===== src/pdp8_pkg.sv =====
// PDP-8 core package with word and address widths, addressing constants, opcodes and result structs
package pdp8_pkg;

	// Machine widths
	localparam int WORD_W    = 12;                // One data word
	localparam int ADDR_W    = 12;                // Full 4K address
	localparam int MEM_WORDS = 1 << ADDR_W;       // 4096 words of core
	localparam int PAGE_W    = 5;                 // Page number, top of the address
	localparam int OFFSET_W  = ADDR_W - PAGE_W;   // Word within a 128-word page

	// Bit 11 is the machine's bit 0 (sign), bit 0 is the machine's bit 11
	typedef logic [WORD_W-1:0] word_t;
	typedef logic [ADDR_W-1:0] addr_t;

	// Auto-index window on page zero
	localparam addr_t AUTOINDEX_FIRST = 12'o0010;  // First auto-index pointer
	localparam addr_t AUTOINDEX_LAST  = 12'o0017;  // Last auto-index pointer

	// Major opcode, instruction bits 11:9
	typedef enum logic [2:0] {
		OP_AND = 3'd0,  // AC and memory
		OP_TAD = 3'd1,  // Two's complement add
		OP_ISZ = 3'd2,  // Increment and skip on zero
		OP_DCA = 3'd3,  // Deposit and clear AC
		OP_JMS = 3'd4,  // Jump to subroutine
		OP_JMP = 3'd5,  // Jump
		OP_IOT = 3'd6,  // IO transfer, runs as a no-op here
		OP_OPR = 3'd7   // Operate microinstructions
	} opcode_e;

	// Programmer-visible registers
	typedef struct packed {
		word_t ac;    // Accumulator
		logic  link;  // Link bit
		word_t mq;    // Multiplier quotient
	} arch_regs_t;

	// Memory-reference unit output
	typedef struct packed {
		word_t ac;         // New AC
		logic  link;       // New link
		word_t mem_data;   // Word to store at the effective address
		logic  mem_write;  // Instruction stores a word
		logic  skip;       // ISZ wrapped to zero
	} mri_result_t;

	// Operate unit output
	typedef struct packed {
		word_t ac;    // New AC
		logic  link;  // New link
		word_t mq;    // New MQ
		logic  skip;  // Skip next instruction
		logic  halt;  // HLT seen
	} opr_result_t;

	// One memory port request
	typedef struct packed {
		addr_t addr;   // Word address
		word_t wdata;  // Store data
		logic  we;     // Write strobe
	} mem_req_t;

	// Host command strobes
	typedef struct packed {
		logic  load;   // Write data to addr
		logic  start;  // Run from addr
		addr_t addr;   // Load address or start PC
		word_t data;   // Load data
	} host_cmd_t;

endpackage

===== src/pdp8_mri_unit.sv =====
// PDP-8 memory-reference data unit, computes AC, link and store word for AND TAD ISZ DCA JMS
`timescale 1ns/1ps

module pdp8_mri_unit
	import pdp8_pkg::*;
(
	input  opcode_e     i_opcode,   // Current major opcode
	input  arch_regs_t  i_regs,     // AC, link and MQ before the instruction
	input  word_t       i_operand,  // Memory operand from MB
	input  addr_t       i_pc,       // Address of this instruction
	output mri_result_t o_result
);

	logic [WORD_W:0] sum;  // 13-bit TAD sum, top bit is the carry

	assign sum = {1'b0, i_regs.ac} + {1'b0, i_operand};

	always_comb begin
		o_result.ac        = i_regs.ac;    // Unchanged unless the opcode says so
		o_result.link      = i_regs.link;
		o_result.mem_data  = i_operand;
		o_result.mem_write = 1'b0;
		o_result.skip      = 1'b0;
		case (i_opcode)
			OP_AND: begin
				o_result.ac = i_regs.ac & i_operand;  // Mask AC
			end
			OP_TAD: begin
				o_result.ac   = sum[WORD_W-1:0];
				o_result.link = i_regs.link ^ sum[WORD_W];  // Carry out flips link
			end
			OP_ISZ: begin
				o_result.mem_data  = i_operand + 1'b1;  // Incremented word goes back
				o_result.mem_write = 1'b1;
				o_result.skip      = (i_operand == '1);  // Wraps to zero
			end
			OP_DCA: begin
				o_result.mem_data  = i_regs.ac;  // Deposit AC
				o_result.mem_write = 1'b1;
				o_result.ac        = '0;          // Then clear it
			end
			OP_JMS: begin
				o_result.mem_data  = i_pc + 1'b1;  // Return address into the entry word
				o_result.mem_write = 1'b1;
			end
			default: begin
				// JMP, IOT and OPR leave the data path alone
				o_result.mem_write = 1'b0;
			end
		endcase
	end

endmodule


===== config.mk =====
export PLATFORM = sky130hd
export DESIGN_NAME = pdp8_mri_unit
export DESIGN_NICKNAME = d
export VERILOG_FILES = /design/src/pdp8_pkg.sv /design/src/pdp8_mri_unit.sv
export SDC_FILE = /design/constraint.sdc
export NUM_CORES = 1
export LEC_CHECK = 0
export BUFFER_PORTS_ARGS = -buffer_cell sky130_fd_sc_hd__buf_2
export CORE_MARGIN = 2
export CORE_UTILIZATION = 50
export DETAILED_ROUTE_END_ITERATION = 6
export PLACE_DENSITY_LB_ADDON = 0.12
export SLEW_MARGIN = 20
export SYNTH_ARGS = -nofsm -noshare
export SYNTH_HDL_FRONTEND = slang
export SYNTH_SLANG_ARGS = --single-unit

===== constraint.sdc =====
create_clock -name vclk -period 2.8
set_input_delay 0.28 -clock vclk [all_inputs]
set_output_delay 0.28 -clock vclk [all_outputs]
set_load 0.02 [all_outputs]

==> results.json, run 1 <==
{
  "chipWidth_um": 62.47,
  "grt_pass1_vias": 2064,
  "grt_pass1_wl_um": 9653,
  "place_inst": 373,
  "slew-limit-headroom": 0.6648,
  "status": "finished, final reports clean",
  "die_y_um": 62.47,
  "max_freq_mhz": 389.0,
  "cp-start-kind": "input pin",
  "place.gp.congestion": 0.9706,
  "min_path_cells": 3,
  "drt-pass1-iter-count": 5,
  "totalPowerFinal_w": 0.0004195,
  "cp.required_ps": 2520,
  "crit_type": "in -> out",
  "layout_common_cells": "buf_2, nand2_1, nor2_1",
  "setup_tns_ps": 0,
  "drc": 0,
  "yosys_warnings": 0,
  "vias_per_cell": 6.220,
  "syn_to_final_growth_pct": 24.52,
  "tightest_slew_ps": 497.5,
  "wl_per_cell_um": 15.58,
  "min_to": "o_result[14]",
  "core_area_um2": 3311,
  "period_minus_slack_ps": 2571,
  "irDropWorstVdd_uv": 104.2,
  "ant_nets": 0,
  "syn_area_per_cell_um2": 6.474,
  "gr-usage-all-layers": 0.2903,
  "seq_area_frac_synth": 0,
  "ys_types": 54,
  "dp_slack_ps": 204.8,
  "grt_max_degree": 21,
  "grt-ovfl-total": 0,
  "hpwlAfterDp_um": 4573,
  "initial_core_util": 0.5163,
  "nets": 395,
  "syn-cell-area_um2": 1709,
  "hold_violations": 0,
  "dieArea_um2": 3902,
  "seq_cells": 0,
  "synthCells": 264,
  "seq_area_um2": 0,
  "num-fill-cells": 339,
  "first_iter_violations": 268,
  "path_max_fanout": 12,
  "layout_commonest_cell": "buf_2",
  "timing.final.crit_share": 0.9182,
  "maxSlewViolCount": 0,
  "cts_hold_buf": 0,
  "drive_gt1_frac": 0.2691,
  "finalSetupViolations": 0,
  "via_count": 2320,
  "critPathCaptureType": "output port",
  "worst_slack_ps": 229.1,
  "hp-start": "i_regs[12]",
  "drt-total-wl_um": 5813,
  "power_density_nw_per_um2": 197.1,
  "hp-class": "in -> out",
  "maxCapViolCount": 0,
  "p_leak_nw": 0.9518,
  "rows": 21,
  "n_clock_buffer": 0,
  "cp.arrival_ps": 2290,
  "antenna_found_initial": 0,
  "rsz0062_at_grt": "no",
  "multi_input_area_um2": 1615,
  "port_buffers": 67,
  "antenna_cells": 0,
  "pin_count": 79,
  "instances_no_fill": 373,
  "synth_nets": 330
}
[report_power, final]
part           switching [W]  internal (W)  total [W]
clock                      0             0          0
sequential                 0             0          0
combinational       0.000258      0.000162   0.000419
total               0.000258      0.000162   0.000419
[critical path: stages]
cell	delay [ps]
buf_2	170
or3b_1	390
nand2_1	80
nand2_1	50
ha_1	190
buf_4	180
nand2_1	80
nor4_2	50
or4_1	400
a31oi_1	170
a211oi_2	70
buf_2	170
[layout make-up]
class                      instances  area share
inverter                          10     0.01764
timing repair buffer              78      0.1964
multi-input combinational        239      0.7590
tap                               46     0.02704
[kinds of logic after synthesis]
family                     count (synthesis)  synth area share
AOI/OAI and AO/OA                         99            0.3866
muxes                                      9           0.05344
and+or+nand+nor                           99            0.2958
adders and majority gates                 14            0.1069
xor gates and xnor gates                  18           0.09224
buffers and inverters                     25           0.06515
[synthesized netlist by cell type (6+ instances only)]
library cell,count,area [µm²]
o21ai_0,20,100.1
nor3_1,9,45.04
inv_1,9,33.78
nor2_1,22,82.58
xor2_1,13,113.9
mux2i_1,8,80.08
a21oi_1,18,90.09
nand3_1,10,50.05
nand4_1,8,50.05
ha_1,13,162.7
a22oi_1,16,120.1
o22ai_1,6,37.54
nand2_1,26,97.59
[worst max path at each step]
stage | startpoint | end | slack (ps) | cells past startpoint
floorplan | i_opcode[0] | o_result[10] | 10 | 11
global placement | i_opcode[2] | o_result[10] | 240 | 12
detailed placement | i_opcode[2] | o_result[10] | 200 | 12
CTS | i_opcode[2] | o_result[10] | 200 | 12
global route | i_opcode[2] | o_result[10] | 70 | 12
finish | i_opcode[2] | o_result[10] | 230 | 12
[stage by stage]
| step | util | hold WS, ps | cell area [µm²] |
|---|---|---|---|
| final | 0.6429 | 844.8 | 2128 |
| after CTS | 0.6391 | 846.8 | 2116 |
| after global routing | 0.6429 | 863.6 | 2128 |
| after floorplan | - | 688.3 | 1714 |
| after global placement | 0.6391 | 843.5 | 2116 |
| after detailed placement | 0.6391 | 846.3 | 2116 |
[layer usage]
metal	part of all wire	global-route usage
met1	0.46	0.4216
met2	0.46	0.4933
met3	0.075	0.007207
met4	0.0058	0.03056
met5	0	0
[repair_timing]
| action | 4_1_cts | 5_1_grt |
|---|---|---|
| endpoints found under the setup margin | 0 | 1 |
| setup buffers | 0 | 0 |
| gates resized for setup | 0 | 2 |
No activity file was read; power rests on OpenSTA's default activity.
==> run 2: changes to the inputs <==
--- a/config.mk
+++ b/config.mk
@@ -8,2 +8,3 @@
 export BUFFER_PORTS_ARGS = -buffer_cell sky130_fd_sc_hd__buf_2
+export CORE_ASPECT_RATIO = 1.2
 export CORE_MARGIN = 2
@@ -12,2 +13,3 @@
 export PLACE_DENSITY_LB_ADDON = 0.12
+export SETUP_SLACK_MARGIN = 0.5
 export SLEW_MARGIN = 20
==> constraint.sdc (replaced) <==
create_clock -name vclk -period 2.8
set_input_delay 0.14 -clock vclk [all_inputs]
set_output_delay 0.14 -clock vclk [all_outputs]
set_load 0.02 [all_outputs]
==> run 2 against run 1 <==
  * Global-route usage decreased by 1.4 points
  * Maximum frequency grew 16%
  * Non-clock buffer count decreased by 4
  * Routed wire length down 4.8%
  * Sequential cell count stayed put
  * Sequential share of layout area is the same
  * Critical path depth down 1
  * Power increased by 0.85%
==> results.json, run 2 (same netlist as run 1, synthesis figures left out) <==
{
  "hp-class": "in -> out",
  "status": "finished, final reports clean",
  "n_clock_buffer": 0,
  "grt_pass1_wl_um": 8921,
  "vias_per_cell": 6.239,
  "initial_core_util": 0.5164,
  "syn_to_final_growth_pct": 25.99,
  "layout_common_cells": "buf_2, nand2_1, nor2_1",
  "rsz0062_at_grt": "yes",
  "cp.required_ps": 2660,
  "final_core_util": 0.6507,
  "gr-usage-all-layers": 0.2767,
  "maxSlewViolCount": 0,
  "cp.arrival_ps": 2080,
  "drt-pass1-iter-count": 4,
  "drt-total-wl_um": 5536,
  "worst_slack_ps": 579.1,
  "cts_hold_buf": 0,
  "via_count": 2246,
  "hpwlAfterDp_um": 4467,
  "core_area_um2": 3309,
  "tightest_slew_ps": 486.9,
  "hold_violations": 0,
  "first_iter_violations": 181,
  "max_freq_mhz": 450.3,
  "dp_slack_ps": 372.5,
  "slew-limit-headroom": 0.6719,
  "crit_type": "in -> out",
  "nets": 391,
  "drc": 0,
  "grt_pass1_vias": 1985,
  "path_cells": "buf_2 > or3b_4 > nand2_1 > nand2_1 > ha_2 > nand2_2 > nor4b_4 > or4_1 > a31oi_2 > a211oi_2 > buf_2",
  "layout_commonest_cell": "buf_2",
  "pin_count": 79,
  "critPathCaptureType": "output port",
  "cp_slowest_cell": "or4_1",
  "port_buffers": 67,
  "timing.final.crit_share": 0.7932,
  "cp-start-kind": "input pin",
  "chipWidth_um": 57.37,
  "cpPeakStageDelay_ps": 520,
  "antenna_found_initial": 0,
  "place.gp.congestion": 0.9261,
  "wl_per_cell_um": 15.38,
  "irDropWorstVdd_uv": 127.5,
  "die_y_um": 68.05,
  "p_leak_nw": 0.9447,
  "period_minus_slack_ps": 2221,
  "ant_nets": 0,
  "seq_area_um2": 0,
  "maxCapViolCount": 0,
  "finalSetupViolations": 0,
  "power_density_nw_per_um2": 196.4,
  "drive_gt1_frac": 0.2879,
  "num-fill-cells": 340,
  "seq_cells": 0,
  "grt_max_degree": 23,
  "path_max_fanout": 8,
  "grt-ovfl-total": 0,
  "rows": 23,
  "dieArea_um2": 3904,
  "antenna_cells": 0,
  "setup_tns_ps": 0
}
## run 2: cell types whose count changed in the layout (fill, tap and decap cells not counted), sizes merged
| cell | previous run | this run |
|---|---|---|
| buf | 78 | 74 |
## run 2: where the power goes
| group | internal [W] | switching, W |
|---|---|---|
| sequential | 0 | 0 |
| clock | 0 | 0 |
| combinational | 0.000164 | 0.000259 |
## run 2: routing by layer
layer,up-vias,share of wire,global-route usage
met3,8,0.045,0.003781
met4,0,0.017,0.06105
met2,70,0.50,0.5156
li1,1142,-,-
met1,1026,0.44,0.3546
met5,-,0,0
## run 2: final timing paths
| check | start | end | slack, ps | cells after the start |
|---|---|---|---|---|
| hold / removal | i_regs[12] | o_result[14] | 570 | 3 |
| setup / recovery | i_opcode[1] | o_result[10] | 580 | 11 |
## run 2: per-stage QoR
step	hold WS, ps	total power (W)	std cells	area, µm²
after global placement	561.3	0.0004057	360	2098
after CTS	567.9	0.0004125	360	2106
after detailed placement	566.5	0.0004099	360	2098
after global routing	578.7	0.0004655	360	2153
after floorplan	408.3	0.0002820	264	1760
final	567.0	0.0004230	360	2153
## run 2: layout make-up
cell class                 count  area (µm²)  area share
tap                           37       46.29     0.02150
inverter                      10       37.54     0.01743
timing repair buffer          74       397.9      0.1848
multi-input combinational    239        1672      0.7763
## run 2: critical path: cells and delay by family
| family | cells | cell delay [ps] |
|---|---|---|
| buffers and inverters | 2 | 320 |
| AO/OA/AOI/OAI | 2 | 220 |
| AND/OR/NAND/NOR | 6 | 1170 |
| adder cells (fa/ha/maj) | 1 | 220 |
## run 2: what timing repair did
| action | CTS | global route |
|---|---|---|
| resized for setup | 2 | 9 |
| pin swaps | 0 | 4 |
| endpoints found under the setup margin | 5 | 7 |
| buffers inserted | 0 | 0 |
==> run 3: changes to the inputs <==
CORE_UTILIZATION = 45   (was 50)
clock period = 2 ns   (was 2.8 ns; I/O delays follow)
==> run 3 against run 2 <==
  * The flow now finishes with violations (negative setup slack)
  * Core utilization rose by 22 points
  * Sequential share of layout area unchanged
  * Largest power group unchanged
  * Global-route usage rose by 1.8 points
  * Via count is 26% higher
  * Power rose by 120%
  * First-iteration DRC count increased by 98%
  * Critical endpoint unchanged
==> results.json, run 3 (same netlist as run 1, synthesis figures left out) <==
{
  "syn_to_final_growth_pct": 84.41,
  "grt_max_degree": 24,
  "maxSlewViolCount": 0,
  "vias_per_cell": 6.668,
  "cp.arrival_ps": 2050,
  "p_leak_nw": 1.340,
  "seq_cells": 0,
  "layout_commonest_cell": "buf_2",
  "place_inst": 392,
  "power_density_nw_per_um2": 290.2,
  "violations": "negative setup slack",
  "tightest_slew_ps": 558.7,
  "seq_area_um2": 0,
  "num-fill-cells": 192,
  "drc": 0,
  "cts_hold_buf": 0,
  "status": "finished with violations",
  "drt-total-wl_um": 8857,
  "max_freq_mhz": 464.3,
  "die_y_um": 71.51,
  "first_iter_violations": 359,
  "cp-start-kind": "input pin",
  "gr-usage-all-layers": 0.2946,
  "via_count": 2834,
  "drive_gt1_frac": 0.5121,
  "crit_type": "in -> out",
  "antenna_cells": 0,
  "place.gp.congestion": 0.8951,
  "drt-pass1-iter-count": 5,
  "chipWidth_um": 60.26,
  "grt_pass1_vias": 2159,
  "worst_slack_ps": -154.0,
  "irDropWorstVdd_uv": 168.9,
  "path_max_fanout": 4,
  "ant_nets": 0,
  "hold_violations": 0,
  "grt_pass1_wl_um": 10210,
  "totalPowerFinal_w": 0.0009146,
  "core_area_um2": 3633,
  "period_minus_slack_ps": 2154,
  "rows": 24,
  "maxCapViolCount": 0,
  "layout_common_cells": "buf_2, buf_4, buf_6",
  "wl_per_cell_um": 20.84,
  "slew-limit-headroom": 0.6247,
  "antenna_found_initial": 0,
  "timing.final.crit_share": 1.077,
  "grt-ovfl-total": 0,
  "port_buffers": 67,
  "pin_count": 79,
  "hpwlAfterDp_um": 4950,
  "cp.required_ps": 1900,
  "instances_no_fill": 425,
  "hp-class": "in -> out",
  "nets": 441,
  "n_clock_buffer": 0,
  "initial_core_util": 0.4704,
  "rsz0062_at_grt": "yes",
  "finalSetupViolations": 5,
  "dieArea_um2": 4309,
  "critPathCaptureType": "output port"
}
-- run 3: changes by cell type in the layout (fill, tap and decap cells not counted), moves of 7 or more --
cell,previous run,this run
buf_6,0,29
buf_4,7,41
o21ai_2,1,8
o21ai_0,18,5
buf_2,66,42
ha_1,11,4
-- run 3: per-layer routing --
metal	routed length [µm]	vias up	share of wire	global-route usage
met4	527	0	0.060	0.02222
met1	3199	1300	0.36	0.3921
met3	828	69	0.093	0.01083
met2	4301	226	0.49	0.5374
li1	-	1239	-	-
met5	0	-	0	0
-- run 3: cell type report --
class	instances	area [µm²]	share of cell area
Tap cell	52	65.06	0.02064
Inverter	10	43.79	0.01389
Timing Repair Buffer	124	1067	0.3386
Multi-Input combinational cell	239	1976	0.6268
-- run 3: critical path, stage by stage --
cell,delay (ps)
buf_6,100
buf_6,130
nor3b_4,280
nand2_1,90
o21ai_1,100
ha_2,230
nand2_2,70
nor4b_4,270
nor2_1,100
xor2_1,160
a211oi_2,230
buf_4,190
-- run 3: what timing repair did --
item / CTS / global route
resized for setup: 59 / 54
pin swaps: 19 / 29
endpoints found under the setup margin: 27 / 26
cloned: 0 / 3
buffers inserted: 4 / 26
-- run 3: path summary, 6_finish.rpt --
check | end | slack (ps) | cells after the start | from
worst max-delay path | o_result[10] | -150 | 12 | i_opcode[0]
worst min-delay path | o_result[14] | 480 | 3 | i_regs[12]
-- run 3: power breakdown --
group | switching, W | internal [W] | total, W
Clock | 0 | 0 | 0
Sequential | 0 | 0 | 0
Combinational | 0.000493 | 0.000421 | 0.000915
-- run 3: stage by stage --
stage	TNS [ps]	utilization	instance area [µm²]	setup WS (ps)	hold WS, ps
floorplan	-696.3	-	1934	-227.3	287.0
global placement	-205.8	0.6629	2409	-120.8	491.2
detailed placement	-296.4	0.6629	2409	-129.3	497.0
CTS	-57.39	0.7338	2666	-39.07	480.4
global route	-1483	0.8674	3152	-283.7	489.8
finish	-454.3	0.8674	3152	-154.0	475.9
