## src/pdp8_pkg.sv

```systemverilog
// PDP-8 core package with word and address widths, addressing constants, opcodes and result structs
package pdp8_pkg;

	// Machine widths
	localparam int WORD_W    = 12;                // One data word
	localparam int ADDR_W    = 12;                // Full 4K address
	localparam int MEM_WORDS = 1 << ADDR_W;       // 4096 words of core
	localparam int PAGE_W    = 5;                 // Page number, top of the address
	localparam int OFFSET_W  = ADDR_W - PAGE_W;   // Word within a 128-word page

	// Bit 11 is the machine's bit 0 (sign), bit 0 is the machine's bit 11
	typedef logic [WORD_W-1:0] word_t;
	typedef logic [ADDR_W-1:0] addr_t;

	// Auto-index window on page zero
	localparam addr_t AUTOINDEX_FIRST = 12'o0010;  // First auto-index pointer
	localparam addr_t AUTOINDEX_LAST  = 12'o0017;  // Last auto-index pointer

	// Major opcode, instruction bits 11:9
	typedef enum logic [2:0] {
		OP_AND = 3'd0,  // AC and memory
		OP_TAD = 3'd1,  // Two's complement add
		OP_ISZ = 3'd2,  // Increment and skip on zero
		OP_DCA = 3'd3,  // Deposit and clear AC
		OP_JMS = 3'd4,  // Jump to subroutine
		OP_JMP = 3'd5,  // Jump
		OP_IOT = 3'd6,  // IO transfer, runs as a no-op here
		OP_OPR = 3'd7   // Operate microinstructions
	} opcode_e;

	// Programmer-visible registers
	typedef struct packed {
		word_t ac;    // Accumulator
		logic  link;  // Link bit
		word_t mq;    // Multiplier quotient
	} arch_regs_t;

	// Memory-reference unit output
	typedef struct packed {
		word_t ac;         // New AC
		logic  link;       // New link
		word_t mem_data;   // Word to store at the effective address
		logic  mem_write;  // Instruction stores a word
		logic  skip;       // ISZ wrapped to zero
	} mri_result_t;

	// Operate unit output
	typedef struct packed {
		word_t ac;    // New AC
		logic  link;  // New link
		word_t mq;    // New MQ
		logic  skip;  // Skip next instruction
		logic  halt;  // HLT seen
	} opr_result_t;

	// One memory port request
	typedef struct packed {
		addr_t addr;   // Word address
		word_t wdata;  // Store data
		logic  we;     // Write strobe
	} mem_req_t;

	// Host command strobes
	typedef struct packed {
		logic  load;   // Write data to addr
		logic  start;  // Run from addr
		addr_t addr;   // Load address or start PC
		word_t data;   // Load data
	} host_cmd_t;

endpackage
```

## src/pdp8_sequencer.sv

```systemverilog
// PDP-8 sequencer, fetch/address/execute FSM holding PC, IR, MB, effective address, AC, link, MQ
`timescale 1ns/1ps

module pdp8_sequencer
	import pdp8_pkg::*;
(
	input  logic        i_clk,
	input  logic        i_reset,
	input  logic        i_start,      // Run strobe from the host
	input  addr_t       i_start_pc,   // First PC on start
	input  word_t       i_mem_rdata,  // Memory word, one cycle after its address
	input  mri_result_t i_mri,        // Memory-reference results
	input  opr_result_t i_opr,        // Operate results
	output mem_req_t    o_mem,        // Memory port request while running
	output word_t       o_instr,      // IR
	output opcode_e     o_opcode,     // IR opcode field
	output word_t       o_operand,    // MB
	output arch_regs_t  o_regs,
	output addr_t       o_pc,
	output logic        o_running,
	output logic        o_halted
);

	typedef enum logic [3:0] {
		S_IDLE,        // Waiting for start
		S_FETCH_ADDR,  // Instruction address out
		S_FETCH_DATA,  // Instruction word back, decode
		S_PTR_ADDR,    // Indirect pointer address out
		S_PTR_DATA,    // Pointer word back
		S_AUTO_WRITE,  // Incremented auto-index pointer stored
		S_OPND_ADDR,   // Operand address out
		S_OPND_DATA,   // Operand word back
		S_WRITE,       // Store for ISZ, DCA, JMS
		S_EXEC         // Commit registers and PC
	} state_e;

	state_e  state;
	addr_t   pc;
	addr_t   ea;        // Effective address, pointer address during indirection
	word_t   ir;
	word_t   mb;        // Memory buffer, operand or incremented pointer
	word_t   ac;
	word_t   mq;
	logic    link;
	logic    running;
	logic    halted;
	opcode_e opcode;      // Opcode of the held instruction
	opcode_e fetch_op;    // Opcode of the word being fetched
	addr_t   fetch_ea;    // Direct address of the word being fetched
	logic    is_auto;     // Pointer sits in the auto-index window
	logic    skip;        // Selected skip at execute

	// Where to go once the effective address is final
	function automatic state_e addr_done(opcode_e op);
		case (op)
			OP_AND, OP_TAD, OP_ISZ: return S_OPND_ADDR;  // Need the operand
			OP_DCA, OP_JMS:         return S_WRITE;      // Store only
			default:                return S_EXEC;       // JMP
		endcase
	endfunction

	assign opcode   = opcode_e'(ir[WORD_W-1 -: 3]);
	assign fetch_op = opcode_e'(i_mem_rdata[WORD_W-1 -: 3]);
	// Page bit picks current page or page zero
	assign fetch_ea = i_mem_rdata[OFFSET_W] ?
		{pc[ADDR_W-1 -: PAGE_W], i_mem_rdata[OFFSET_W-1:0]} :
		{{PAGE_W{1'b0}}, i_mem_rdata[OFFSET_W-1:0]};
	assign is_auto  = (ea >= AUTOINDEX_FIRST) && (ea <= AUTOINDEX_LAST);
	assign skip     = (opcode == OP_OPR) ? i_opr.skip : i_mri.skip;

	// Memory port request by state
	always_comb begin
		o_mem.addr  = pc;  // Fetch address by default
		o_mem.wdata = i_mri.mem_data;
		o_mem.we    = 1'b0;
		case (state)
			S_PTR_ADDR, S_OPND_ADDR: o_mem.addr = ea;
			S_AUTO_WRITE: begin
				o_mem.addr  = ea;  // Pointer location
				o_mem.wdata = mb;  // Incremented pointer
				o_mem.we    = 1'b1;
			end
			S_WRITE: begin
				o_mem.addr = ea;
				o_mem.we   = 1'b1;
			end
			default: o_mem.we = 1'b0;
		endcase
	end

	// Control state and architectural registers
	always_ff @(posedge i_clk) begin
		if (i_reset) begin
			state   <= S_IDLE;
			pc      <= '0;
			ac      <= '0;
			link    <= 1'b0;
			mq      <= '0;
			running <= 1'b0;
			halted  <= 1'b0;
		end else begin
			case (state)
				S_IDLE: begin
					if (i_start) begin
						pc      <= i_start_pc;
						running <= 1'b1;
						halted  <= 1'b0;  // Cleared by the next start
						state   <= S_FETCH_ADDR;
					end
				end
				S_FETCH_ADDR: state <= S_FETCH_DATA;
				S_FETCH_DATA: begin
					if (fetch_op == OP_IOT || fetch_op == OP_OPR) begin
						state <= S_EXEC;  // No address phase
					end else if (i_mem_rdata[OFFSET_W+1]) begin
						state <= S_PTR_ADDR;  // Indirect bit
					end else begin
						state <= addr_done(fetch_op);
					end
				end
				S_PTR_ADDR:   state <= S_PTR_DATA;
				S_PTR_DATA:   state <= is_auto ? S_AUTO_WRITE : addr_done(opcode);
				S_AUTO_WRITE: state <= addr_done(opcode);
				S_OPND_ADDR:  state <= S_OPND_DATA;
				S_OPND_DATA:  state <= i_mri.mem_write ? S_WRITE : S_EXEC;  // ISZ stores
				S_WRITE:      state <= S_EXEC;
				S_EXEC: begin
					if (opcode == OP_OPR) begin
						ac   <= i_opr.ac;
						link <= i_opr.link;
						mq   <= i_opr.mq;
					end else if (opcode != OP_IOT) begin
						ac   <= i_mri.ac;
						link <= i_mri.link;
					end
					case (opcode)
						OP_JMS:  pc <= ea + 1'b1;  // First word after the entry
						OP_JMP:  pc <= ea;
						default: pc <= pc + (skip ? 12'd2 : 12'd1);
					endcase
					if (opcode == OP_OPR && i_opr.halt) begin
						running <= 1'b0;
						halted  <= 1'b1;
						state   <= S_IDLE;
					end else begin
						state <= S_FETCH_ADDR;
					end
				end
				default: state <= S_IDLE;
			endcase
		end
	end

	// Instruction, buffer and address registers
	always_ff @(posedge i_clk) begin
		case (state)
			S_FETCH_DATA: begin
				ir <= i_mem_rdata;
				ea <= fetch_ea;
			end
			S_PTR_DATA: begin
				if (is_auto) begin
					mb <= i_mem_rdata + 1'b1;  // Pre-increment pointer
				end else begin
					ea <= i_mem_rdata;  // Follow the pointer
				end
			end
			S_AUTO_WRITE: ea <= mb;  // Use the incremented pointer
			S_OPND_DATA:  mb <= i_mem_rdata;
			default: mb <= mb;
		endcase
	end

	assign o_instr   = ir;
	assign o_opcode  = opcode;
	assign o_operand = mb;
	assign o_regs    = '{ac: ac, link: link, mq: mq};
	assign o_pc      = pc;
	assign o_running = running;
	assign o_halted  = halted;

endmodule

```

## config.mk

```make
export PLATFORM = sky130hd
export DESIGN_NAME = pdp8_sequencer
export DESIGN_NICKNAME = d
export VERILOG_FILES = /design/src/pdp8_pkg.sv /design/src/pdp8_sequencer.sv
export SDC_FILE = /design/constraint.sdc
export NUM_CORES = 1
export LEC_CHECK = 0
export BUFFER_PORTS_ARGS = -buffer_cell sky130_fd_sc_hd__buf_4
export CORE_ASPECT_RATIO = 0.75
export CORE_UTILIZATION = 25
export DETAILED_ROUTE_END_ITERATION = 6
export PLACE_DENSITY = 0.58
export SLEW_MARGIN = 20
export SYNTH_ARGS = -nofsm -noshare
export SYNTH_HDL_FRONTEND = slang
export SYNTH_SLANG_ARGS = --single-unit
```

## constraint.sdc

```tcl
create_clock -name i_clk -period 3.6 [get_ports i_clk]
set_input_delay 0.36 -clock i_clk [delete_from_list [all_inputs] [get_ports i_clk]]
set_output_delay 0.36 -clock i_clk [all_outputs]
set_load 0.01 [all_outputs]
```

==> results of run 1 <==
[cells in the mapped netlist (3+ instances only)]
cell | n | share of area, %
a21oi_1 | 32 | 3.5
dfxtp_1 | 43 | 19
a311oi_1 | 14 | 2.7
clkbuf_1 | 13 | 1.1
nor2b_1 | 8 | 1.1
xor2_1 | 16 | 3.1
buf_2 | 16 | 1.8
edfxtp_1 | 36 | 24
nand2b_1 | 7 | 0.97
xnor2_1 | 14 | 2.7
nand3_1 | 12 | 1.3
a31oi_1 | 3 | 0.42
and3_1 | 7 | 0.97
ha_1 | 5 | 1.4
nand2_1 | 126 | 10
o21ai_0 | 12 | 1.3
mux2_2 | 10 | 2.5
nor2_1 | 44 | 3.7
nand4b_1 | 3 | 0.58
mux2_1 | 4 | 1.0
buf_4 | 8 | 1.3
nor3_1 | 7 | 0.78
nand4_1 | 5 | 0.69
a211oi_1 | 5 | 0.83
inv_1 | 7 | 0.58
o21a_1 | 3 | 0.50
a22oi_1 | 4 | 0.66
mux2i_1 | 9 | 2.0
[cell type report]
| class | count | area (µm²) |
|---|---|---|
| timing repair buffer | 178 | 1340 |
| clock buffer | 10 | 239 |
| fill | 1885 | 11400 |
| tap | 242 | 303 |
| inverter | 7 | 26.3 |
| sequential | 79 | 1940 |
| clock inverter | 6 | 60.1 |
| multi-input combinational | 388 | 2360 |
[cell families (layout without fill, tap and decap cells)]
group           Yosys count  in the layout  share of synthesized area [%]
buf+inv                  46            201                           5.26
compound gates           87             87                           12.9
simple gates            241            241                           25.4
xor+xnor                 30             30                           5.81
flops                    79             79                           43.0
mux                      24             24                           5.81
fa+ha+maj                 6              6                           1.83
[critical path: cells and delay by family, from the launching register on]
kind / cells / cell delay, ps
AND/OR/NAND/NOR: 5 / 1380
flip-flops: 1 / 690
buffers and inverters: 1 / 140
[through the flow]
step	hold WS [ps]	utilization (%)	total power (µW)	cell area (µm²)	std cells
after floorplan	459	-	1270	4520	513
after global placement	444	33.7	1490	5950	894
after detailed placement	447	33.7	1490	5950	894
after CTS	223	35.4	2430	6250	910
after global routing	224	35.5	2510	6260	910
final	235	35.5	2400	6260	910
[metal layers]
layer | share of wire, % | global-route usage (%) | vias up
met5 | 0 | 0 | -
met2 | 45 | 23.2 | 121
met3 | 7.1 | 4.66 | 11
li1 | - | - | 2101
met1 | 47 | 21.8 | 1956
met4 | 0.97 | 3.94 | 0
[registers in the layout, summed over array words and instances (netlist names)]
| name | flops |
|---|---|
| o_running | 1 |
| o_halted | 1 |
| o_pc | 12 |
| ea | 12 |
| o_operand | 12 |
| o_instr | 12 |
| link | 1 |
| ac | 12 |
| mq | 12 |
| state | 4 |
[worst max-delay path by stage]
| stage | from | to | slack, ps | cells past startpoint |
|---|---|---|---|---|
| 2_1_floorplan | o_instr[9] | o_pc[10] | 920 | 14 |
| 3_5_place_dp | o_instr[9] | o_pc[10] | 820 | 12 |
| 3_3_place_gp | o_instr[9] | o_pc[2] | 910 | 13 |
| 4_1_cts | state[2] | o_mem[21] | 610 | 4 |
| 5_1_grt | state[2] | o_mem[11] | 450 | 6 |
| 6_report | state[2] | o_mem[2] | 690 | 6 |
[report_power, final]
part | total, µW | switching (µW) | internal, µW
Combinational | 429 | 211 | 218
Sequential | 1040 | 63.0 | 979
Clock | 931 | 379 | 552
Total | 2400 | 653 | 1750
==> out/metrics.yaml, run 1 <==
dp_slack_ps: 820
cts_buffer_depth: 2
viasPerCell: 4.60
syn_inst: 513
maxCapViolations: 0
final_common_cell: "buf_4"
first_pass_iters: 5
outcome: "completed"
grt_max_degree: 43
cpPeakStageDelay_ps: 690
cts_tree: "yes"
nets: 750
reg2reg_from: "o_instr[9]"
num_vias: 4189
r2r_setup_slack_ps: 830
critical-path-slowest-cell: "dfxtp_1"
min_path_type: "primary input to register"
hpwl_mm: 10.6
start_util_pct: 25.6
insertion_delay_ps: 350
final_cell_mix: "buf_4 (178), nand2_1 (126), nor2_1 (44)"
drt-wirelength-per-cell_um: 15.6
path_clk_slew_ps: 60
cts_hold_buf: 0
path_class: "register to primary output"
finalSetupViolCount: 0
reg2reg_depth: 12
hold_end: "o_instr[3]"
grt_usage_pct: 15.6
ys_types: 59
hold_viol_final: 0
slew_violations: 0
grt_pass1_vias: 3947
grt-ovfl-total: 0
worstPathArrival_ps: 2550
ir_drop_uv: 225
die_x_um: 157
die_h_um: 118
fin_crit_sh_pct: 81.0
grt_pass1_wl_mm: 22.1
rows: 42
clock_skew_ps: 8.79
p_per_area_nw_per_um2: 384
r2r_end: "o_pc[10]"
endpoint_kind: "primary output"
die-area_um2: 18600
critPathLaunchType: "register"
rsz0062_at_grt: "no"
syn_nets: 600
ant_nets: 0
synth_area_um2: 4520
gp_congestion: 0.820
min_period_ps: 2910
cts_resized: 0
path_max_fanout: 20
layout_setup_ws_ps: 685
p_leak_uw: 0.00264
synth-seq-cells: 79
cp_cell_sequence: "nor2b_1 -> nor2b_1 -> nand2_1 -> nand2_1 -> nand2_1 -> buf_4"
area_growth_pct: 38.6
setup_tns_ps: 0
synthArstFlopShare_pct: 0
hold_depth: 1
critPathRequiredTime_ps: 3240
cts_root_buffer: "clkbuf_16"
post-route-drc-count: 0
yosys_warnings: 0
port_buffers: 171
pin_count: 172
core_area_um2: 17700
cpMostUsedCell: "nand2_1"
drive_above_1_share_pct: 32.5
cts.sinks: 79
routed_wl_mm: 14.2
tightest_slew_ps: 876
diodes: 0
synthFlopType: "dfxtp_1"
holdCritStartpoint: "i_mem_rdata[3]"
yosysSeqAreaShare_pct: 43.0
slew-limit-headroom_pct: 41.5
drt_iter0_drc: 233
max_freq_ghz: 0.343
antenna_found_initial: 0
cts-buffers-inserted: 9
syn_area_per_cell_um2: 8.81
synth_edf_count: 36
cts_setup_buffers: 0
h-tree-depth: 3
Power figures use the tool's default switching activity.
==> inputs of run 2 (changes only) <==
- clock period: 3.6 -> 3.05 ns (I/O delays scaled with it)
==> out/metrics.yaml, run 2 (synthesis results as in run 1) <==
viasPerCell: 4.64
setup_tns_ps: 0
rows: 42
start_util_pct: 25.6
final_cell_mix: "buf_4 (183), nand2_1 (126), nor2_1 (44)"
final_common_cell: "buf_4"
path_class: "register to primary output"
grt-ovfl-total: 0
hold_depth: 1
cts_setup_buffers: 0
diodes: 0
crit_cells: 7
hold_viol_final: 0
p_per_area_nw_per_um2: 458
cts_tree: "yes"
min_path_type: "primary input to register"
whs_ps: 185
tightest_slew_ps: 628
slew_violations: 0
path_max_fanout: 17
maxCapViolations: 0
cts-buffers-inserted: 9
cts_resized: 0
fill_cells: 1881
cts_buffer_depth: 2
die_x_um: 157
crit_buf_inv: 2
final_util_pct: 35.8
h-tree-depth: 3
p_int_uw: 2130
cpPeakStageDelay_ps: 670
grt_pass1_wl_mm: 22.0
insertion_delay_ps: 350
worstPathArrival_ps: 2330
fin_crit_sh_pct: 86.4
switching_share_pct: 26.3
core_area_um2: 17700
cts_hold_buf: 0
combPwrFrac_pct: 17.8
critPathLaunchType: "register"
port_buffers: 171
drt-wirelength-per-cell_um: 15.4
p_leak_uw: 0.00268
pin_count: 172
grt_max_degree: 43
max_freq_ghz: 0.380
die-area_um2: 18600
finalSetupViolCount: 0
ir_drop_uv: 258
power.switching_uw: 760
nets: 756
grt_pass1_vias: 4037
grt_usage_pct: 15.5
critPathRequiredTime_ps: 2740
drive_above_1_share_pct: 32.9
pwr-share-clk_pct: 39.8
drt_iter0_drc: 252
first_pass_iters: 4
routed_wl_mm: 14.1
cts.sinks: 79
rsz0062_at_grt: "no"
outcome: "completed"
cp_top_family: "flip-flops"
ant_nets: 0
hpwl_mm: 10.7
dp_cells: 900
antenna_found_initial: 0
clock_skew_ps: 14.1
min_period_ps: 2630
p_seq_share_pct: 42.5
critical-path-slowest-cell: "dfxtp_1"
cp_cell_sequence: "nand2_1 -> nor2_1 -> a21oi_1 -> o32ai_2 -> buf_12 -> mux2_1 -> buf_4"
path_clk_slew_ps: 60
num_vias: 4254
area_growth_pct: 39.9
total_power_uw: 2890
cts_root_buffer: "clkbuf_16"
finalNonFillerCells: 916
die_h_um: 118
gp_congestion: 0.803
reg2reg_depth: 12
slew-limit-headroom_pct: 57.8
endpoint_kind: "primary output"
post-route-drc-count: 0
==> run 2: cell types whose count changed in the layout (fill, tap and decap cells not counted), sizes merged <==
cell	change
buf	+6
bufinv	+1
clkinv	-1
clkinvlp	-1
inv	+1
==> run 2: worst paths after layout <==
kind	startpoint	end	slack, ps
setup / recovery	state[2]	o_mem[16]	420
hold / removal	i_mem_rdata[3]	o_instr[3]	190
setup reg to reg	o_instr[10]	o_pc[2]	630
hold reg to reg	mq[11]	mq[11]	450
==> run 2: power by group through the flow <==
stage	combinational, µW	clock [µW]	sequential [µW]
3_3_place_gp	513	0	1250
4_1_cts	519	1180	1230
3_5_place_dp	517	0	1250
5_1_grt	564	1220	1240
6_report	514	1150	1230
2_1_floorplan	270	0	1230
==> run 2: final cells by class <==
type | count | area, µm² | share of cell area, %
clock inverters | 6 | 82.6 | 1.31
well taps | 242 | 303 | 4.79
flip-flops and latches | 79 | 1940 | 30.7
inverters | 7 | 26.3 | 0.416
clock buffers | 10 | 229 | 3.62
repair buffers | 184 | 1390 | 22.1
multi-input cells | 388 | 2340 | 37.1
==> run 2: worst register-to-register path: stages (launching register included) <==
cell      delay, ps
edfxtp_1        500
and3_1          210
nand2_1          70
nand2_1          80
inv_1           100
ha_1            170
inv_1            50
fa_1            460
xnor2_1         160
nor2_1           90
a21oi_1          50
a222oi_1        290
nor2_1           70
==> run 2: per-layer routing <==
layer  GRT usage [%]  part of all wire (%)  vias to the layer above
met5               0                     0                        -
met4            4.07                   1.5                        0
met3            5.06                   8.0                       15
met2            23.8                    46                      127
met1            20.7                    45                     1998
li1                -                     -                     2114
==> run 2: per-stage QoR <==
| stage | setup WS, ps | area [µm²] |
|---|---|---|
| 2_1_floorplan | 366 | 4520 |
| 3_3_place_gp | 686 | 6010 |
| 3_5_place_dp | 607 | 6010 |
| 4_1_cts | 386 | 6320 |
| 5_1_grt | 202 | 6320 |
| 6_report | 416 | 6320 |
