[src/pdp8_pkg.sv]
// PDP-8 core package with word and address widths, addressing constants, opcodes and result structs
package pdp8_pkg;

	// Machine widths
	localparam int WORD_W    = 12;                // One data word
	localparam int ADDR_W    = 12;                // Full 4K address
	localparam int MEM_WORDS = 1 << ADDR_W;       // 4096 words of core
	localparam int PAGE_W    = 5;                 // Page number, top of the address
	localparam int OFFSET_W  = ADDR_W - PAGE_W;   // Word within a 128-word page

	// Bit 11 is the machine's bit 0 (sign), bit 0 is the machine's bit 11
	typedef logic [WORD_W-1:0] word_t;
	typedef logic [ADDR_W-1:0] addr_t;

	// Auto-index window on page zero
	localparam addr_t AUTOINDEX_FIRST = 12'o0010;  // First auto-index pointer
	localparam addr_t AUTOINDEX_LAST  = 12'o0017;  // Last auto-index pointer

	// Major opcode, instruction bits 11:9
	typedef enum logic [2:0] {
		OP_AND = 3'd0,  // AC and memory
		OP_TAD = 3'd1,  // Two's complement add
		OP_ISZ = 3'd2,  // Increment and skip on zero
		OP_DCA = 3'd3,  // Deposit and clear AC
		OP_JMS = 3'd4,  // Jump to subroutine
		OP_JMP = 3'd5,  // Jump
		OP_IOT = 3'd6,  // IO transfer, runs as a no-op here
		OP_OPR = 3'd7   // Operate microinstructions
	} opcode_e;

	// Programmer-visible registers
	typedef struct packed {
		word_t ac;    // Accumulator
		logic  link;  // Link bit
		word_t mq;    // Multiplier quotient
	} arch_regs_t;

	// Memory-reference unit output
	typedef struct packed {
		word_t ac;         // New AC
		logic  link;       // New link
		word_t mem_data;   // Word to store at the effective address
		logic  mem_write;  // Instruction stores a word
		logic  skip;       // ISZ wrapped to zero
	} mri_result_t;

	// Operate unit output
	typedef struct packed {
		word_t ac;    // New AC
		logic  link;  // New link
		word_t mq;    // New MQ
		logic  skip;  // Skip next instruction
		logic  halt;  // HLT seen
	} opr_result_t;

	// One memory port request
	typedef struct packed {
		addr_t addr;   // Word address
		word_t wdata;  // Store data
		logic  we;     // Write strobe
	} mem_req_t;

	// Host command strobes
	typedef struct packed {
		logic  load;   // Write data to addr
		logic  start;  // Run from addr
		addr_t addr;   // Load address or start PC
		word_t data;   // Load data
	} host_cmd_t;

endpackage
[src/pdp8_operate.sv]
// PDP-8 operate unit, decodes and executes Group 1, 2 and 3 microinstructions
`timescale 1ns/1ps

module pdp8_operate
	import pdp8_pkg::*;
(
	input  word_t       i_instr,     // Full instruction word
	input  arch_regs_t  i_regs,      // AC, link and MQ before the instruction
	input  word_t       i_switches,  // Front-panel switch register
	output opr_result_t o_result
);

	// Instruction bits, named after the machine's bit numbers
	logic grp_sel;  // Bit 3, clear for Group 1
	logic bit_cla;  // Bit 4, CLA in every group
	logic bit_5;    // CLL, SMA/SPA or MQA
	logic bit_6;    // CMA or SZA/SNA
	logic bit_7;    // CML, SNL/SZL or MQL
	logic bit_8;    // RAR or AND-subgroup select
	logic bit_9;    // RAL or OSR
	logic bit_10;   // Rotate twice or HLT
	logic bit_11;   // IAC, or Group 3 select

	logic [WORD_W:0] lac;  // Link and AC as one 13-bit value, link on top
	word_t           ac;   // Working AC for Groups 2 and 3
	logic            or_cond;  // Any OR-subgroup condition true

	assign grp_sel = i_instr[8];
	assign bit_cla = i_instr[7];
	assign bit_5   = i_instr[6];
	assign bit_6   = i_instr[5];
	assign bit_7   = i_instr[4];
	assign bit_8   = i_instr[3];
	assign bit_9   = i_instr[2];
	assign bit_10  = i_instr[1];
	assign bit_11  = i_instr[0];

	always_comb begin
		o_result.ac   = i_regs.ac;
		o_result.link = i_regs.link;
		o_result.mq   = i_regs.mq;
		o_result.skip = 1'b0;
		o_result.halt = 1'b0;
		lac     = {i_regs.link, i_regs.ac};
		ac      = i_regs.ac;
		or_cond = 1'b0;

		if (!grp_sel) begin  // Group 1, steps in machine order
			if (bit_cla) lac[WORD_W-1:0] = '0;       // CLA
			if (bit_5)   lac[WORD_W]     = 1'b0;     // CLL
			if (bit_6)   lac[WORD_W-1:0] = ~lac[WORD_W-1:0];  // CMA
			if (bit_7)   lac[WORD_W]     = ~lac[WORD_W];      // CML
			if (bit_11)  lac             = lac + 1'b1;  // IAC, carry lands in link
			if (bit_8) begin  // RAR, RTR when bit 10 set
				lac = {lac[0], lac[WORD_W:1]};
				if (bit_10) lac = {lac[0], lac[WORD_W:1]};
			end else if (bit_9) begin  // RAL, RTL when bit 10 set
				lac = {lac[WORD_W-1:0], lac[WORD_W]};
				if (bit_10) lac = {lac[WORD_W-1:0], lac[WORD_W]};
			end
			o_result.ac   = lac[WORD_W-1:0];
			o_result.link = lac[WORD_W];
		end else if (!bit_11) begin  // Group 2
			// Conditions read the AC before CLA
			or_cond = (bit_5 & i_regs.ac[WORD_W-1])  // SMA
				| (bit_6 & (i_regs.ac == '0))        // SZA
				| (bit_7 & i_regs.link);              // SNL
			o_result.skip = or_cond ^ bit_8;  // AND subgroup is the inverse, SKP alone
			if (bit_cla) ac = '0;              // CLA
			if (bit_9)   ac = ac | i_switches; // OSR
			o_result.ac   = ac;
			o_result.halt = bit_10;            // HLT
		end else begin  // Group 3
			if (bit_cla) ac = '0;  // CLA first
			case ({bit_5, bit_7})
				2'b11: begin  // SWP
					o_result.ac = i_regs.mq;
					o_result.mq = ac;
				end
				2'b10: begin  // MQA
					o_result.ac = ac | i_regs.mq;
				end
				2'b01: begin  // MQL, CAM with CLA
					o_result.mq = ac;
					o_result.ac = '0;
				end
				default: begin
					o_result.ac = ac;  // CLA alone or no-op
				end
			endcase
		end
	end

endmodule

[config.mk]
export PLATFORM = sky130hd
export DESIGN_NAME = pdp8_operate
export DESIGN_NICKNAME = d
export VERILOG_FILES = /design/src/pdp8_pkg.sv /design/src/pdp8_operate.sv
export SDC_FILE = /design/constraint.sdc
export NUM_CORES = 1
export LEC_CHECK = 0
export BUFFER_PORTS_ARGS = -buffer_cell sky130_fd_sc_hd__buf_4
export CAP_MARGIN = 30
export CORE_MARGIN = 2
export CORE_UTILIZATION = 55
export DETAILED_ROUTE_END_ITERATION = 6
export PLACE_DENSITY = 0.89
export SLEW_MARGIN = 20
export SYNTH_ARGS = -nofsm -noshare
export SYNTH_HDL_FRONTEND = slang
export SYNTH_SLANG_ARGS = --single-unit
[constraint.sdc]
create_clock -name vclk -period 7.05
set_clock_uncertainty 0.15 [all_clocks]
set_input_delay 0.3525 -clock vclk [all_inputs]
set_output_delay 0.3525 -clock vclk [all_outputs]
set_load 0.1 [all_outputs]
==> flow_metrics.py, run 1 <==
metrics = {
    "floorplan": {
        "die_w_um": 62.8,
        "coreArea_mm2": 0.00334,
        "dieArea_mm2": 0.00395,
        "start_util_pct": 57.0,
        "row_count": 21,
        "io_pins": 76,
        "dieHeight_um": 62.8,
    },
    "hold_path": {
        "hold_class": "input pin to output port",
        "hold-path-cell-count": 4,
    },
    "timing": {
        "hold_violations": 0,
        "finalSetupViolCount": 0,
        "fin_crit_sh_pct": 52.6,
        "rsz0062_at_grt": "false",
        "drv_slew": 0,
        "tns_ps": 0,
        "final.min_clock_period_ps": 3710,
        "max_freq_mhz": 270,
        "slew_headroom_pct": 40.2,
        "worstMarginPinSlew_ps": 884,
    },
    "drt": {
        "drt_first_pass_iters": 7,
        "antenna_left": 0,
        "vias": 2600,
        "drt_wl_total_um": 6520,
        "drt_iter0_markers": 348,
        "wire_per_inst_um": 16.2,
        "viasPerCell": 6.47,
        "drcViolationCount": 0,
    },
    "place": {
        "gp_congestion": 0.956,
        "place_hpwl_um": 4960,
        "placed_area_mm2": 0.00240,
        "place.port_buffers": 73,
        "place_inst": 402,
    },
    "critical_path": {
        "cp-start-kind": "input pin",
        "endpoint_kind": "output port",
        "cp.required_ps": 6550,
        "crit_fanout": 25,
        "path_cells": "buf_4, nand2b_1, xnor2_1, ha_1, and2_1, and4_1, or3_1, mux2i_1, mux2i_1, a221oi_2, buf_4",
        "crit_type": "input pin to output port",
        "arrival_ps": 3210,
        "cpMaxStageDelayCell": "mux2i_1",
        "max_stage_delay_ps": 450,
    },
    "finish": {
        "seq_area_um2": 0,
        "stdcell_area_mm2": 0.00240,
        "area.growth.synth_to_final_pct": 26.0,
        "nFillCells": 309,
        "clock_buffers": 0,
        "final_common_cell": "buf_4",
        "drive_gt1_share_pct": 26.1,
        "seq_cells": 0,
        "final_nets": 408,
        "fin_util_pct": 71.9,
        "n_antenna_cell": 0,
        "final_cell_mix": "buf_4 (73), nand2_1 (51), o21ai_0 (34)",
        "stdcell_count": 402,
    },
    "global_routing": {
        "antenna_found_initial": 0,
        "grt_pass1_wl_um": 10500,
        "gr-total-overflow": 0,
        "gr-usage-met1_pct": 42.9,
        "grt_usage_pct": 31.9,
        "grt_pass1_vias": 2208,
        "gr-usage-met2_pct": 53.8,
        "grt_util_met3_pct": 4.32,
        "grt_start_max_net_pins": 38,
        "grt_busiest_layer": "met2",
    },
    "power_and_ir_drop": {
        "ir_drop_v": 0.0000475,
        "p_per_area_mw_per_mm2": 124,
        "p_leak_nw": 1.02,
    },
    "synthesis": {
        "netlist_area_mm2": 0.00190,
        "syn_area_per_cell_um2": 6.18,
        "synthCells": 308,
        "yosysWarnings": 0,
        "synthesis.nets": 358,
        "yosysUniqueCellTypes": 69,
        "ys_seq_area_share_pct": 0,
    },
    "outcome": {
        "status": "finished, final reports clean",
    },
    "clocking": {
        "cts_hold_buf": 0,
        "cts_resized": 0,
        "post_cts.repair.setup_buffers": 0,
    },
    "flow_run": {
        "cap_violations": 0,
    },
}
==> critical path, delay by kind of cell <==
kind	cells	cell delay (ps)
multiplexers	2	620
buffers and inverters	2	510
adder cells (fa/ha/maj)	1	220
AO/OA/AOI/OAI	1	240
AND/OR/NAND/NOR	4	1070
XOR/XNOR	1	190
==> through the flow <==
step                      power [mW]  hold WS, ps  worst slack (ps)
after floorplan                0.223          930              2160
after global placement         0.291         1000              3460
after detailed placement       0.294         1010              3410
after CTS                      0.294         1010              3410
after global routing           0.314         1030              3200
final                          0.297         1000              3340
==> metal layers <==
metal / routed length, um / vias up
met5: 0 / -
met4: 165 / 0
met3: 692 / 25
met2: 3010 / 162
met1: 2660 / 1167
li1: - / 1246
==> logic make-up after synthesis <==
kind of cell,after synthesis,synth area share (%)
AO/OA/AOI/OAI,121,44.6
XOR/XNOR,18,9.40
adder cells (fa/ha/maj),1,0.657
buffers and inverters,32,7.17
multiplexers,4,2.17
AND/OR/NAND/NOR,132,36.0
==> cell usage after synthesis, types with 6 or more instances <==
| master | n | share of area [%] |
|---|---|---|
| nand2_1 | 51 | 10 |
| o21ai_0 | 34 | 8.9 |
| a21oi_1 | 21 | 5.5 |
| nor2_1 | 20 | 3.9 |
| clkbuf_1 | 16 | 3.2 |
| nand2b_1 | 14 | 4.6 |
| xnor2_1 | 14 | 6.4 |
| nand3_1 | 10 | 2.6 |
| o211ai_1 | 10 | 3.9 |
| a211oi_1 | 7 | 2.8 |
| inv_1 | 6 | 1.2 |
| nor3_1 | 6 | 1.6 |
==> power breakdown <==
part           switching (mW)  internal, mW  leakage, nW
combinational           0.215        0.0826         1.02
clock                       0             0            0
sequential                  0             0            0
total                   0.215        0.0826         1.02
==> path summary, 6_finish.rpt <==
kind,slack (ps),to,start
worst max-delay path,3340,o_result[21],i_instr[7]
worst min-delay path,1000,o_result[8],i_regs[6]
==> cell type report <==
| class | instances | area, um2 | share of cell area [%] |
|---|---|---|---|
| Inverter | 7 | 26.3 | 1.10 |
| Multi-Input combinational cell | 276 | 1770 | 73.7 |
| Tap cell | 46 | 57.6 | 2.40 |
| Timing Repair Buffer | 73 | 548 | 22.8 |
No activity file was read; power rests on OpenSTA's default activity.
==> run 2, diff against run 1 <==
Settings changed: CORE_UTILIZATION 55 to 47, PLACE_DENSITY 0.89 to 0.81.
Clock period 7.05 ns to 3.02 ns, I/O delays scaled along.
==> flow_metrics.py, run 2 (same netlist as run 1, synthesis figures left out) <==
metrics = {
    "floorplan": {
        "coreArea_mm2": 0.00394,
        "dieArea_mm2": 0.00457,
        "die_w_um": 67.6,
        "start_util_pct": 48.3,
        "row_count": 23,
        "dieHeight_um": 67.6,
        "io_pins": 76,
    },
    "place": {
        "place.port_buffers": 73,
        "place_hpwl_um": 5250,
        "place_ws_ps": 166,
        "placed_area_mm2": 0.00258,
        "place_inst": 411,
        "gp_congestion": 0.978,
    },
    "finish": {
        "final_nets": 413,
        "final_cell_mix": "buf_4 (77), nand2_1 (51), o21ai_0 (31)",
        "stdcell_area_mm2": 0.00259,
        "n_antenna_cell": 0,
        "seq_area_um2": 0,
        "final_common_cell": "buf_4",
        "fin_util_pct": 65.6,
        "clock_buffers": 0,
        "drive_gt1_share_pct": 32.7,
        "seq_cells": 0,
        "stdcell_count": 411,
        "area.growth.synth_to_final_pct": 36.0,
    },
    "power_and_ir_drop": {
        "combPwrFrac_pct": 100.0,
        "p_per_area_mw_per_mm2": 286,
        "p_total_mw": 0.739,
        "p_leak_nw": 1.08,
        "switching_share_pct": 70.4,
        "power.internal_mw": 0.219,
        "ir_drop_v": 0.000155,
        "pwr-share-clk_pct": 0,
        "p_switching_mw": 0.520,
        "pwr-share-seq_pct": 0,
    },
    "timing": {
        "rsz0062_at_grt": "false",
        "worstMarginPinSlew_ps": 772,
        "drv_slew": 0,
        "fin_crit_sh_pct": 94.7,
        "finalSetupViolCount": 0,
        "hold_ws_ps": 596,
        "hold_violations": 0,
        "max_freq_mhz": 350,
        "setup_slack_ps": 161,
        "final.min_clock_period_ps": 2860,
        "slew_headroom_pct": 47.7,
        "tns_ps": 0,
    },
    "drt": {
        "drcViolationCount": 0,
        "drt_wl_total_um": 6710,
        "antenna_left": 0,
        "wire_per_inst_um": 16.3,
        "vias": 2604,
        "drt_first_pass_iters": 5,
        "viasPerCell": 6.34,
        "drt_iter0_markers": 251,
    },
    "hold_path": {
        "hold_class": "input pin to output port",
        "hold-path-cell-count": 4,
        "min_from": "i_regs[10]",
        "hold_path_end": "o_result[12]",
    },
    "global_routing": {
        "grt_usage_pct": 29.2,
        "grt_pass1_wl_um": 10500,
        "antenna_found_initial": 0,
        "gr-total-overflow": 0,
        "grt_pass1_vias": 2164,
        "grt_start_max_net_pins": 38,
    },
    "critical_path": {
        "critPathBufInv": 2,
        "crit_top_cell": "buf_4",
        "cpMaxStageDelayCell": "buf_4",
        "max_stage_delay_ps": 330,
        "arrival_ps": 2560,
        "crit_type": "input pin to output port",
        "crit_fanout": 6,
        "cp.required_ps": 2720,
        "path_delay_family": "compound AO/OA/AOI/OAI gates",
        "path_cells": "buf_4, nand2b_4, xnor2_2, ha_2, nand2_1, o41ai_1, a21o_1, o311ai_1, o21ai_0, a21oi_1, a311oi_2, buf_4",
        "endpoint_kind": "output port",
        "cp-start-kind": "input pin",
    },
    "outcome": {
        "status": "finished, final reports clean",
    },
    "flow_run": {
        "cap_violations": 0,
    },
    "clocking": {
        "cts_hold_buf": 0,
    },
}
[run 2: changes by cell type in the layout (fill, tap and decap cells not counted), sizes merged]
| cell | previous run | this run |
|---|---|---|
| buf | 73 | 78 |
[run 2: power by group through the flow]
stage / Combinational, mW / Sequential [mW] / Clock (mW)
5_1_grt: 0.779 / 0 / 0
6_report: 0.739 / 0 / 0
2_1_floorplan: 0.557 / 0 / 0
4_1_cts: 0.732 / 0 / 0
3_5_place_dp: 0.731 / 0 / 0
3_3_place_gp: 0.724 / 0 / 0
[run 2: how the worst max path moves through the flow]
stage,slack (ps),cells after the start,from,end
global route,3,12,i_instr[7],o_result[22]
detailed placement,170,11,i_instr[7],o_result[19]
global placement,210,11,i_instr[7],o_result[19]
finish,160,12,i_instr[7],o_result[20]
floorplan,-380,5,i_instr[0],o_result[10]
CTS,150,11,i_instr[7],o_result[19]
[run 2: layout make-up]
| type | instances | area [um2] |
|---|---|---|
| fillers | 368 | 1360 |
| inverters | 7 | 26.3 |
| multi-input cells | 276 | 1910 |
| well taps | 50 | 62.6 |
| repair buffers | 78 | 589 |
[run 2: tightest hold or removal path: stages]
cell and delay (ps):
buf_4 110, nand2_1 50, o21ai_1 50, buf_4 230
[run 2: what timing repair did]
item,CTS,global route
gates resized for setup,0,1
buffers inserted,0,0
setup endpoints to repair,0,1
[run 2: metal layers]
metal	part of all wire, %	vias to the layer above	GRT usage, %
li1	-	1254	-
met1	43	1193	41.3
met2	46	147	47.9
met3	8.9	10	2.17
met4	2.0	0	6.12
met5	0	-	0
==> run 3, diff against run 2 <==
Settings changed: CORE_ASPECT_RATIO set to 1.1.
==> flow_metrics.py, run 3 (same netlist as run 1, synthesis figures left out) <==
metrics = {
    "drt": {
        "viasPerCell": 6.25,
        "drt_wl_total_um": 6710,
        "drt_iter0_markers": 247,
        "drt_first_pass_iters": 5,
        "drcViolationCount": 0,
        "wire_per_inst_um": 16.2,
        "vias": 2592,
        "antenna_left": 0,
    },
    "floorplan": {
        "row_count": 24,
        "dieArea_mm2": 0.00457,
        "coreArea_mm2": 0.00393,
        "die_w_um": 64.7,
        "dieHeight_um": 70.7,
        "start_util_pct": 48.4,
        "io_pins": 76,
    },
    "power_and_ir_drop": {
        "p_total_mw": 0.743,
        "p_per_area_mw_per_mm2": 283,
        "combPwrFrac_pct": 100.0,
        "pwr-share-seq_pct": 0,
        "power.internal_mw": 0.224,
        "p_switching_mw": 0.520,
        "switching_share_pct": 69.9,
        "p_leak_nw": 1.10,
        "pwr-share-clk_pct": 0,
        "ir_drop_v": 0.000117,
    },
    "timing": {
        "rsz0062_at_grt": "true",
        "worstMarginPinSlew_ps": 586,
        "slew_headroom_pct": 60.9,
        "max_freq_mhz": 349,
        "fin_crit_sh_pct": 94.8,
        "hold_violations": 0,
        "finalSetupViolCount": 0,
        "hold_ws_ps": 595,
        "drv_slew": 0,
        "final.min_clock_period_ps": 2860,
    },
    "hold_path": {
        "hold_class": "input pin to output port",
    },
    "finish": {
        "area.growth.synth_to_final_pct": 37.9,
        "final_cell_mix": "buf_4 (76), nand2_1 (51), o21ai_0 (30)",
        "seq_cells": 0,
        "final_nets": 415,
        "n_antenna_cell": 0,
        "seq_area_um2": 0,
        "stdcell_count": 415,
        "final_common_cell": "buf_4",
        "clock_buffers": 0,
        "nFillCells": 386,
        "drive_gt1_share_pct": 33.3,
    },
    "global_routing": {
        "gr-usage-met1_pct": 40.9,
        "gr-total-overflow": 0,
        "gr-usage-met2_pct": 48.7,
        "grt_usage_pct": 29.4,
        "grt_busiest_layer": "met2",
        "grt_start_max_net_pins": 38,
        "grt_pass1_vias": 2374,
        "grt_util_met3_pct": 1.59,
        "antenna_found_initial": 0,
        "grt_pass1_wl_um": 11100,
    },
    "critical_path": {
        "endpoint_kind": "output port",
        "cp-start-kind": "input pin",
        "arrival_ps": 2560,
        "cp.required_ps": 2720,
        "crit_type": "input pin to output port",
        "crit_fanout": 16,
    },
    "place": {
        "place_inst": 415,
        "gp_congestion": 0.961,
        "place_hpwl_um": 5150,
        "place.port_buffers": 73,
    },
    "clocking": {
        "cts_hold_buf": 0,
    },
    "outcome": {
        "status": "finished, final reports clean",
    },
    "flow_run": {
        "cap_violations": 0,
    },
}
## run 3: cell count changes in the layout (fill, tap and decap cells not counted), sizes merged
cell,change
buf,+2
## run 3: cell type report
cell class                      instances  area (um2)  area share (%)
Multi-Input combinational cell        276        1920            73.1
Timing Repair Buffer                   80         616            23.5
Tap cell                               52        65.1            2.48
Inverter                                7        26.3            1.00
## run 3: per-stage QoR
stage                     TNS [ps]  setup WS [ps]  util (%)  instance area, um2
after floorplan              -4090           -379         -                2070
after global placement           0            202      66.1                2600
after detailed placement         0            120      66.1                2600
after CTS                        0            101      66.1                2600
after global routing         -10.0          -7.42      66.7                2620
final                            0            156      66.7                2620
## run 3: worst paths after layout
path	cells past startpoint	from	slack [ps]	endpoint
worst min-delay path	4	i_regs[10]	590	o_result[12]
worst max-delay path	12	i_instr[7]	160	o_result[21]
## run 3: power by group through the flow
stage,registers (mW),logic [mW],clock network [mW]
floorplan,0,0.557,0
global placement,0,0.724,0
detailed placement,0,0.731,0
CTS,0,0.732,0
global route,0,0.786,0
finish,0,0.743,0
## run 3: repair_timing
item,in CTS,in global routing
setup buffers,0,0
endpoints found under the setup margin,0,6
endpoints found under the hold margin,0,0
gates resized for setup,0,6
## run 3: critical path, cell delays in order
cell      delay [ps]
buf_4            160
nand2b_4         180
xnor2_2          180
ha_2             210
nand2_1          150
o21ai_0          210
a211oi_1         100
a211oi_2         320
o21ai_0          140
o221a_2          280
a221oi_4         200
buf_6            260
## run 3: layer usage
metal	wire, um	up-vias
met5	0	-
met1	2750	1179
met4	179	0
li1	-	1256
met2	3230	139
met3	544	18
